[config.mk]
export PLATFORM = sky130hd
export DESIGN_NAME = cpu85_top
export DESIGN_NICKNAME = d
export VERILOG_FILES = /design/src/hdl/cpu85_pkg.sv /design/src/hdl/cpu85_top.sv /design/src/hdl/reg_file.sv /design/src/hdl/instr_decode.sv /design/src/hdl/bus_timing.sv /design/src/hdl/alu85.sv
export SDC_FILE = /design/constraint.sdc
export NUM_CORES = 1
export LEC_CHECK = 0
export BUFFER_PORTS_ARGS = -buffer_cell sky130_fd_sc_hd__buf_2
export CORE_ASPECT_RATIO = 1.25
export CORE_UTILIZATION = 50
export DETAILED_ROUTE_END_ITERATION = 12
export PLACE_DENSITY = 0.78
export SLEW_MARGIN = 20
export SYNTH_ARGS = -nofsm -noshare
export SYNTH_HDL_FRONTEND = slang
export SYNTH_SLANG_ARGS = --single-unit
[constraint.sdc]
create_clock -name clk -period 7.73 [get_ports clk]
set_input_delay 0.3865 -clock clk [delete_from_list [all_inputs] [get_ports clk]]
set_output_delay 0.3865 -clock clk [all_outputs]
set_load 0.05 [all_outputs]
[src/hdl/cpu85_pkg.sv]
package cpu85_pkg;

	// instruction groups, top two opcode bits
	localparam logic [1:0] GRP_TXA = 2'b00; // only MVI kept here
	localparam logic [1:0] GRP_MOV = 2'b01;
	localparam logic [1:0] GRP_ALU = 2'b10;

	// register field codes
	localparam logic [2:0] REG_B = 3'd0;
	localparam logic [2:0] REG_C = 3'd1;
	localparam logic [2:0] REG_D = 3'd2;
	localparam logic [2:0] REG_E = 3'd3;
	localparam logic [2:0] REG_H = 3'd4;
	localparam logic [2:0] REG_L = 3'd5;
	localparam logic [2:0] REG_M = 3'd6; // memory at H:L
	localparam logic [2:0] REG_A = 3'd7;

	localparam logic [7:0] OPC_HLT = 8'h76; // would be MOV M,M
	localparam logic [2:0] OPC_MVI_LOW = 3'b110;

	// carry position in the flag byte
	localparam int FLAG_C = 0;

	typedef enum logic [2:0] {
		ALU_ADD, ALU_ADC, ALU_SUB, ALU_SBB,
		ALU_ANA, ALU_XRA, ALU_ORA, ALU_CMP
	} alu_op_e;

	// one-hot machine states
	typedef enum logic [6:0] {
		ST_TR = 7'b000_0001, // reset
		ST_T1 = 7'b000_0010,
		ST_T2 = 7'b000_0100,
		ST_T3 = 7'b000_1000,
		ST_T4 = 7'b001_0000,
		ST_TW = 7'b010_0000, // wait
		ST_TT = 7'b100_0000 // halted
	} mstate_e;

	// cycle code {inta_n, wr_n, rd_n, iom_n, s1, s0}
	localparam int CYC_W = 6;
	localparam logic [CYC_W-1:0] CYC_OF = 6'b110011; // opcode fetch
	localparam logic [CYC_W-1:0] CYC_MR = 6'b110010; // memory read
	localparam logic [CYC_W-1:0] CYC_MW = 6'b101001; // memory write
	localparam logic [CYC_W-1:0] CYC_HLT = 6'b111100;

	localparam int STAT_S0 = 0;
	localparam int STAT_S1 = 1;
	localparam int STAT_IOM_N = 2;
	localparam int CTRL_RD_N = 3;
	localparam int CTRL_WR_N = 4;

	typedef struct packed {
		logic [1:0] grp;
		logic [2:0] dst;
		logic [2:0] src;
	} mov_view_t;

	typedef struct packed {
		logic [1:0] grp;
		alu_op_e op;
		logic [2:0] src;
	} alu_view_t;

	typedef union packed {
		mov_view_t mov;
		alu_view_t alu;
	} opcode_u;

endpackage
[src/hdl/cpu85_top.sv]
`timescale 1ns/1ps

module cpu85_top import cpu85_pkg::*; #(
	parameter int ADDR_W = 16
) (
	input  logic       clk,
	input  logic       rst,
	input  logic       i_ready,
	input  logic [7:0] i_ad,
	output logic [7:0] o_ad,
	output logic       o_ad_oe,
	output logic [7:0] o_addr_hi,
	output logic       o_ale,
	output logic       o_rd_n,
	output logic       o_wr_n,
	output logic       o_iom_n,
	output logic       o_s1,
	output logic       o_s0
);

	opcode_u ir;
	alu_op_e alu_op;
	logic [ADDR_W-1:0] addr;
	logic [7:0] acc, src_data, alu_res;
	logic [2:0] dst, src;
	logic alu_carry, carry;
	logic mem_cycle, mem_write, dec_use_hl, halt;
	logic is_alu, is_mvi, reg_write;
	logic data_phase, ir_load, rd_load, exec, pc_inc, bus_use_hl;

	// low byte carries address in T1, write data after
	assign o_ad = data_phase ? src_data : addr[7:0];
	assign o_addr_hi = addr[ADDR_W-1 -: 8];

	bus_timing u_bus (
		.clk(clk), .rst(rst), .i_ready(i_ready),
		.i_mem_cycle(mem_cycle), .i_mem_write(mem_write),
		.i_use_hl(dec_use_hl), .i_halt(halt),
		.o_ale(o_ale), .o_rd_n(o_rd_n), .o_wr_n(o_wr_n), .o_iom_n(o_iom_n),
		.o_s1(o_s1), .o_s0(o_s0), .o_ad_oe(o_ad_oe), .o_data_phase(data_phase),
		.o_ir_load(ir_load), .o_rd_load(rd_load), .o_exec(exec),
		.o_pc_inc(pc_inc), .o_use_hl(bus_use_hl)
	);

	instr_decode u_dec (
		.i_ir(ir),
		.o_mem_cycle(mem_cycle), .o_mem_write(mem_write), .o_use_hl(dec_use_hl),
		.o_halt(halt), .o_dst(dst), .o_src(src), .o_alu_op(alu_op),
		.o_is_alu(is_alu), .o_is_mvi(is_mvi), .o_reg_write(reg_write)
	);

	reg_file #(.ADDR_W(ADDR_W)) u_regs (
		.clk(clk), .rst(rst),
		.i_ir_load(ir_load), .i_rd_load(rd_load), .i_exec(exec),
		.i_pc_inc(pc_inc), .i_use_hl(bus_use_hl), .i_bus_data(i_ad),
		.i_dst(dst), .i_src(src), .i_is_alu(is_alu), .i_is_mvi(is_mvi),
		.i_reg_write(reg_write), .i_alu_res(alu_res), .i_alu_carry(alu_carry),
		.o_ir(ir), .o_addr(addr), .o_acc(acc), .o_src_data(src_data),
		.o_carry(carry)
	);

	alu85 u_alu (
		.i_op(alu_op), .i_a(acc), .i_b(src_data), .i_carry(carry),
		.o_res(alu_res), .o_carry(alu_carry)
	);

endmodule

[src/hdl/reg_file.sv]
`timescale 1ns/1ps

module reg_file import cpu85_pkg::*; #(
	parameter int ADDR_W = 16
) (
	input  logic              clk,
	input  logic              rst,
	input  logic              i_ir_load,
	input  logic              i_rd_load,
	input  logic              i_exec,
	input  logic              i_pc_inc,
	input  logic              i_use_hl,
	input  logic [7:0]        i_bus_data,
	input  logic [2:0]        i_dst,
	input  logic [2:0]        i_src,
	input  logic              i_is_alu,
	input  logic              i_is_mvi,
	input  logic              i_reg_write,
	input  logic [7:0]        i_alu_res,
	input  logic              i_alu_carry,
	output opcode_u           o_ir,
	output logic [ADDR_W-1:0] o_addr,
	output logic [7:0]        o_acc,
	output logic [7:0]        o_src_data,
	output logic              o_carry
);

	logic [7:0] r_b, r_c, r_d, r_e, r_h, r_l, r_a;
	logic [FLAG_C:0] psw; // flag bits, carry only
	logic [ADDR_W-1:0] pc;
	logic [7:0] src_reg, wr_data;
	logic wr_strobe, from_bus;

	assign wr_strobe = i_exec | i_rd_load;
	assign from_bus = i_is_mvi | (i_src == REG_M); // operand arrives on the bus

	always_comb begin
		case (i_src)
			REG_B: src_reg = r_b;
			REG_C: src_reg = r_c;
			REG_D: src_reg = r_d;
			REG_E: src_reg = r_e;
			REG_H: src_reg = r_h;
			REG_L: src_reg = r_l;
			REG_A: src_reg = r_a;
			default: src_reg = 8'h00;
		endcase
	end

	assign o_src_data = from_bus ? i_bus_data : src_reg;
	assign wr_data = i_is_alu ? i_alu_res : o_src_data;

	always_ff @(posedge clk) begin
		if (i_reg_write && wr_strobe) begin
			case (i_dst)
				REG_B: r_b <= wr_data;
				REG_C: r_c <= wr_data;
				REG_D: r_d <= wr_data;
				REG_E: r_e <= wr_data;
				REG_H: r_h <= wr_data;
				REG_L: r_l <= wr_data;
				REG_A: r_a <= wr_data;
				default: ;
			endcase
		end
	end

	always_ff @(posedge clk or posedge rst) begin
		if (rst) begin
			pc <= '0;
			o_ir <= '0;
			psw <= '0;
		end else begin
			if (i_pc_inc) pc <= pc + 1'b1;
			if (i_ir_load) o_ir <= i_bus_data;
			if (i_is_alu && wr_strobe) psw[FLAG_C] <= i_alu_carry;
		end
	end

	assign o_addr = i_use_hl ? ADDR_W'({r_h, r_l}) : pc;
	assign o_acc = r_a;
	assign o_carry = psw[FLAG_C];

endmodule

[src/hdl/instr_decode.sv]
`timescale 1ns/1ps

module instr_decode import cpu85_pkg::*; (
	input  opcode_u    i_ir,
	output logic       o_mem_cycle,
	output logic       o_mem_write,
	output logic       o_use_hl,
	output logic       o_halt,
	output logic [2:0] o_dst,
	output logic [2:0] o_src,
	output alu_op_e    o_alu_op,
	output logic       o_is_alu,
	output logic       o_is_mvi,
	output logic       o_reg_write
);

	logic [1:0] grp;
	logic is_hlt, is_mov, is_alu, is_mvi;
	logic dst_m, src_m;

	assign grp = i_ir.mov.grp;

	assign is_hlt = (i_ir == OPC_HLT); // not MOV M,M
	assign is_mov = (grp == GRP_MOV) & ~is_hlt;
	assign is_alu = (grp == GRP_ALU);

	// MVI r; MVI M is not supported
	assign is_mvi = (grp == GRP_TXA) & (i_ir.mov.src == OPC_MVI_LOW)
		& (i_ir.mov.dst != REG_M);

	// move view vs ALU view of the same byte
	assign dst_m = is_mov & (i_ir.mov.dst == REG_M);
	assign src_m = is_alu ? (i_ir.alu.src == REG_M) : (is_mov & (i_ir.mov.src == REG_M));

	assign o_src = i_ir.mov.src; // same bits in both views
	assign o_dst = is_alu ? REG_A : i_ir.mov.dst;
	assign o_alu_op = i_ir.alu.op;

	assign o_mem_cycle = is_mvi | dst_m | src_m;
	assign o_mem_write = dst_m;
	assign o_use_hl = dst_m | src_m; // MVI operand comes from PC
	assign o_halt = is_hlt;

	assign o_is_alu = is_alu;
	assign o_is_mvi = is_mvi;

	// CMP only touches carry
	assign o_reg_write = (is_mov & ~dst_m) | is_mvi | (is_alu & (i_ir.alu.op != ALU_CMP));

endmodule

[src/hdl/bus_timing.sv]
`timescale 1ns/1ps

module bus_timing import cpu85_pkg::*; (
	input  logic clk,
	input  logic rst,
	input  logic i_ready,
	input  logic i_mem_cycle,
	input  logic i_mem_write,
	input  logic i_use_hl,
	input  logic i_halt,
	output logic o_ale,
	output logic o_rd_n,
	output logic o_wr_n,
	output logic o_iom_n,
	output logic o_s1,
	output logic o_s0,
	output logic o_ad_oe,
	output logic o_data_phase,
	output logic o_ir_load,
	output logic o_rd_load,
	output logic o_exec,
	output logic o_pc_inc,
	output logic o_use_hl
);

	mstate_e state, state_nx;
	logic [CYC_W-1:0] code; // status and strobes of current cycle
	logic fetch;
	logic strobe_phase;

	// only opcode fetch shows s1s0 = 11
	assign fetch = code[STAT_S1] & code[STAT_S0];
	assign strobe_phase = (state == ST_T2) | (state == ST_TW) | (state == ST_T3);

	always_ff @(posedge clk or posedge rst) begin
		if (rst) begin
			state <= ST_TR;
			code <= CYC_OF;
		end else begin
			state <= state_nx;
			if (state_nx == ST_T1) begin
				// at most one memory cycle follows the fetch
				if (state == ST_T4 && i_mem_cycle) begin
					code <= i_mem_write ? CYC_MW : CYC_MR;
				end else begin
					code <= CYC_OF;
				end
			end
		end
	end

	always_comb begin
		state_nx = state;
		case (state)
			ST_TR: state_nx = ST_T1;
			ST_T1: state_nx = ST_T2;
			ST_T2: state_nx = i_ready ? ST_T3 : ST_TW;
			ST_TW: state_nx = i_ready ? ST_T3 : ST_TW;
			ST_T3: state_nx = fetch ? ST_T4 : ST_T1;
			ST_T4: state_nx = i_halt ? ST_TT : ST_T1;
			ST_TT: state_nx = ST_TT; // only reset leaves
			default: state_nx = ST_TR;
		endcase
	end

	// pin levels per machine state
	always_comb begin
		o_ale = 1'b0;
		o_rd_n = 1'b1;
		o_wr_n = 1'b1;
		o_iom_n = code[STAT_IOM_N];
		o_s1 = code[STAT_S1];
		o_s0 = code[STAT_S0];
		o_ad_oe = 1'b0;
		o_data_phase = 1'b0;
		case (state)
			ST_T1: begin
				o_ale = 1'b1;
				o_ad_oe = 1'b1; // low address byte
			end
			ST_T2, ST_TW, ST_T3: begin
				o_rd_n = code[CTRL_RD_N];
				o_wr_n = code[CTRL_WR_N];
				o_data_phase = ~code[CTRL_WR_N]; // drive write data
				o_ad_oe = ~code[CTRL_WR_N];
			end
			ST_T4: begin
				o_s1 = 1'b1;
				o_s0 = 1'b1;
			end
			ST_TT: begin
				o_iom_n = CYC_HLT[STAT_IOM_N];
				o_s1 = CYC_HLT[STAT_S1];
				o_s0 = CYC_HLT[STAT_S0];
			end
			default: ;
		endcase
	end

	// opcode lands in IR at the end of T3
	assign o_ir_load = (state == ST_T3) & fetch;
	assign o_rd_load = (state == ST_T3) & ~fetch & ~code[CTRL_RD_N];
	assign o_exec = (state == ST_T4) & ~i_mem_cycle;

	// PC steps once READY is seen, so the high byte holds through waits
	assign o_pc_inc = strobe_phase & (state != ST_T3) & i_ready & (fetch | ~i_use_hl);
	assign o_use_hl = ~fetch & i_use_hl;

endmodule

[src/hdl/alu85.sv]
`timescale 1ns/1ps

module alu85 import cpu85_pkg::*; (
	input  alu_op_e    i_op,
	input  logic [7:0] i_a,
	input  logic [7:0] i_b,
	input  logic       i_carry,
	output logic [7:0] o_res,
	output logic       o_carry
);

	logic [8:0] a_ext, b_ext;
	logic [8:0] sum; // bit 8 is carry or borrow

	assign a_ext = {1'b0, i_a};
	assign b_ext = {1'b0, i_b};

	always_comb begin
		case (i_op)
			ALU_ADD: begin
				sum = a_ext + b_ext;
			end
			ALU_ADC: begin
				sum = a_ext + b_ext + {8'd0, i_carry};
			end
			ALU_SUB, ALU_CMP: begin
				// wraps below zero, bit 8 set on borrow
				sum = a_ext - b_ext;
			end
			ALU_SBB: begin
				sum = a_ext - b_ext - {8'd0, i_carry};
			end
			ALU_ANA: begin
				sum = {1'b0, i_a & i_b}; // carry cleared
			end
			ALU_XRA: begin
				sum = {1'b0, i_a ^ i_b};
			end
			ALU_ORA: begin
				sum = {1'b0, i_a | i_b};
			end
			default: begin
				sum = 9'd0;
			end
		endcase
	end

	// result modulo 256
	assign o_res = sum[7:0];
	assign o_carry = sum[8];

endmodule

==> flow_metrics.py <==
metrics = {
    "clocking": {
        "cts_tree": "yes",
        "ctsResizeCount": 0,
        "clk_latency_ns": 0.34,
        "cts-root-buf": "clkbuf_16",
        "cts.htree.levels": 3,
        "clock_sinks": 91,
        "cts_buffer_depth": 2,
        "postCtsSetupBuffers": 0,
        "clk_transition_reported_paths_ns": 0.06,
        "ctsHoldBuffers": 0,
        "cts_buffers": 9,
    },
    "timing": {
        "rsz0062_at_grt": "no",
        "drv_slew": 0,
        "finalSetupViolCount": 0,
        "tns_ns": 0,
        "worst_slew_pin_slew_ns": 1.05,
        "hold_viol_final": 0,
        "skew_ns": 0.00512,
        "final.hold.worst_slack_ns": 0.137,
        "period_share_pct": 63.5,
        "fmax_mhz": 204,
        "min_period_ns": 4.91,
        "max_slew_margin_pct": 29.6,
    },
    "pwr": {
        "power.total_mw": 2.88,
        "p_comb_share_pct": 56.5,
        "leakage_nw": 2.76,
        "power_switching_mw": 1.35,
        "power_per_cell_area_nw_per_um2": 443,
        "ir_worst_vdd_mv": 0.277,
        "power_frac_seq_pct": 27.8,
        "clkPwrFrac_pct": 15.8,
        "p_int_mw": 1.53,
        "p_sw_share_pct": 47.0,
    },
    "setup_path": {
        "path_class": "register to register",
        "cpMostUsedCell": "xnor2_1",
        "critPathSlowestCell": "dfrtp_1",
        "crit_cells": 11,
        "worstReg2RegEnd": "u_regs.r_d[4]",
        "arrival_ns": 4.90,
        "cp.required_ns": 7.72,
        "crit_path_start": "u_regs.o_ir[1]",
        "cp_cell_sequence": "nand3b_1, o21ai_0, buf_4, ha_1, nor2b_1, o22ai_1, xnor2_1, nand3_1, xnor2_1, a221oi_1, a211oi_1",
        "critPathBufInv": 1,
        "critPathMaxStageDelay_ns": 0.92,
        "crit_family": "compound AO/OA/AOI/OAI gates",
        "worst-path-max-fanout": 27,
        "crit_path_start_kind": "register",
        "worstRegToRegCells": 11,
        "reg2reg_setup_slack_ns": 2.82,
        "end_kind": "register",
        "r2r-start": "u_regs.o_ir[1]",
        "cp-endpoint": "u_regs.r_d[4]",
    },
    "finish": {
        "multi_input_area_sq_um": 3100,
        "final_nets": 686,
        "regArea_sq_um": 2560,
        "syn_to_final_growth_pct": 9.79,
        "drive_above_1_share_pct": 13.0,
        "n_fill_cell": 1006,
        "layoutNonFillerInstCount": 785,
        "antenna_cells": 0,
    },
    "floorplanning": {
        "fp.dieH_um": 124,
        "io_pins": 34,
        "die_area_sq_um": 12300,
        "start_util_pct": 51.2,
        "die_width_um": 99.3,
        "num_rows": 44,
        "placeableCoreArea_sq_um": 11600,
    },
    "synth": {
        "ys.flop_type": "edfxtp_1",
        "synthesis.nets": 663,
        "synth_cells": 620,
        "avgSynthCellArea_sq_um": 9.55,
        "ys.warnings.count": 0,
        "yosysSeqAreaShare_pct": 43.3,
        "synthesis.area_sq_um": 5920,
        "synth_edf_count": 56,
        "async_reset_ff_share_pct": 38.5,
        "synth_seq_cells": 91,
        "yosysUniqueCellTypes": 65,
    },
    "detailed_routing": {
        "remaining_drc_errors": 0,
        "ant_nets": 0,
        "wire_per_inst_um": 20.6,
        "via_count": 4901,
        "finalWirelength_um": 16200,
        "drtIter0Drc": 396,
        "firstDrtPassIters": 5,
        "viasPerCell": 6.24,
    },
    "placement": {
        "place.gp.congestion": 1.01,
        "dp.cells": 770,
        "hpwlAfterDp_um": 12000,
        "io_buffers": 33,
    },
    "flow_run": {
        "drv_cap": 0,
    },
    "min_path": {
        "hold_path_class": "primary input to async pin",
    },
    "global_routing": {
        "grt_overflow": 0,
        "antenna_found_initial": 0,
        "grt_pass1_wl_um": 25900,
        "grt_max_degree": 34,
        "grt_pass1_vias": 4936,
        "grt_usage_pct": 28.2,
    },
    "outcome": {
        "status": "finished, final reports clean",
    },
}
-- metal layers --
layer | GRT usage [%] | wire length (um) | up-vias
met5 | 0 | 0 | -
met4 | 17.6 | 909 | 0
met3 | 4.32 | 960 | 62
met2 | 48.2 | 7810 | 218
met1 | 33.5 | 6490 | 2351
li1 | - | - | 2270
-- power by group through the flow --
stage / sequential [mW] / combinational [mW] / clock, mW
global route: 0.813 / 1.79 / 0.474
global placement: 0.800 / 1.53 / 0
CTS: 0.796 / 1.60 / 0.458
detailed placement: 0.805 / 1.58 / 0
floorplan: 0.705 / 1.28 / 0
finish: 0.799 / 1.63 / 0.454
-- worst min-delay path by stage --
stage / startpoint / end / slack (ns)
finish: rst / u_bus.state[3] / 0.14
global route: rst / u_regs.o_ir[0] / 0.20
CTS: rst / u_regs.o_ir[0] / 0.15
detailed placement: u_regs.pc[6] / u_regs.pc[6] / 0.48
global placement: u_regs.pc[11] / u_regs.pc[11] / 0.48
floorplan: u_regs.pc[8] / u_regs.pc[8] / 0.45
-- Yosys cell counts, drive strengths merged (15+ instances only) --
cell type,instances,area share (%)
dfrtp,32,14
a21oi,33,2.8
xnor2,24,3.7
edfxtp,56,28
nor2,55,3.5
ha,30,6.3
clkbuf,20,1.3
o21ai,43,3.6
mux2i,18,3.0
nand2,73,4.6
nand3,20,1.8
mux2,15,2.9
inv,40,2.5
-- flip-flops by register name (all words and copies together) (netlist names), 8 cells and up --
register,flops
u_regs.r_c,8
u_regs.r_b,8
u_regs.o_ir,8
u_regs.pc,16
u_regs.o_acc,8
u_regs.r_h,8
u_regs.r_l,8
u_regs.r_e,8
u_regs.r_d,8
-- final cells by class --
cell class	count	area share, %
timing repair buffer	38	3.12
sequential	91	39.4
clock buffer	9	3.47
tap	138	2.66
multi-input combinational	463	47.8
inverter	40	2.31
clock inverter	6	1.25
-- layout by cell type (no fill, tap or decap), types with 3 or more instances in the layout --
cell type | Yosys | routed
nand3b_1 | 3 | 3
or3_1 | 3 | 3
o22ai_1 | 9 | 9
inv_1 | 40 | 40
nand2_1 | 73 | 73
mux2i_1 | 18 | 18
a221oi_1 | 4 | 4
a21o_1 | 4 | 4
clkbuf_16 | 0 | 9
o211ai_1 | 6 | 6
a21oi_1 | 33 | 33
a31oi_1 | 5 | 5
edfxtp_1 | 56 | 56
nor4_1 | 5 | 5
xor2_1 | 12 | 12
nor3_1 | 12 | 12
ha_1 | 30 | 30
o221ai_1 | 8 | 8
nor3b_1 | 3 | 3
dfrtp_1 | 32 | 31
dfstp_2 | 3 | 3
nand4_1 | 4 | 4
nor2b_1 | 11 | 10
xnor2_1 | 23 | 23
buf_4 | 1 | 5
and3_1 | 8 | 8
buf_2 | 4 | 33
or2_2 | 3 | 3
o21ai_0 | 42 | 42
mux2_2 | 15 | 15
a211oi_1 | 5 | 5
nand3_1 | 19 | 19
nand2b_1 | 11 | 11
nor2_1 | 55 | 55
-- cell families after synthesis --
family | share of synthesized area [%]
buffers and inverters | 4.33
and+or+nand+nor | 18.3
muxes | 6.66
DFF | 43.3
AOI/OAI and AO/OA | 14.9
xor gates and xnor gates | 5.45
adders and majority gates | 7.02
-- stage by stage --
| stage | util, % | area (sq um) | setup slack [ns] |
|---|---|---|---|
| CTS | 56.2 | 6490 | 2.79 |
| global placement | 53.5 | 6190 | 3.01 |
| detailed placement | 53.5 | 6190 | 2.88 |
| global route | 56.2 | 6500 | 2.48 |
| finish | 56.2 | 6500 | 2.82 |
| floorplan | - | 5920 | 3.80 |
Note: power is estimated with default switching activity, not from simulation.
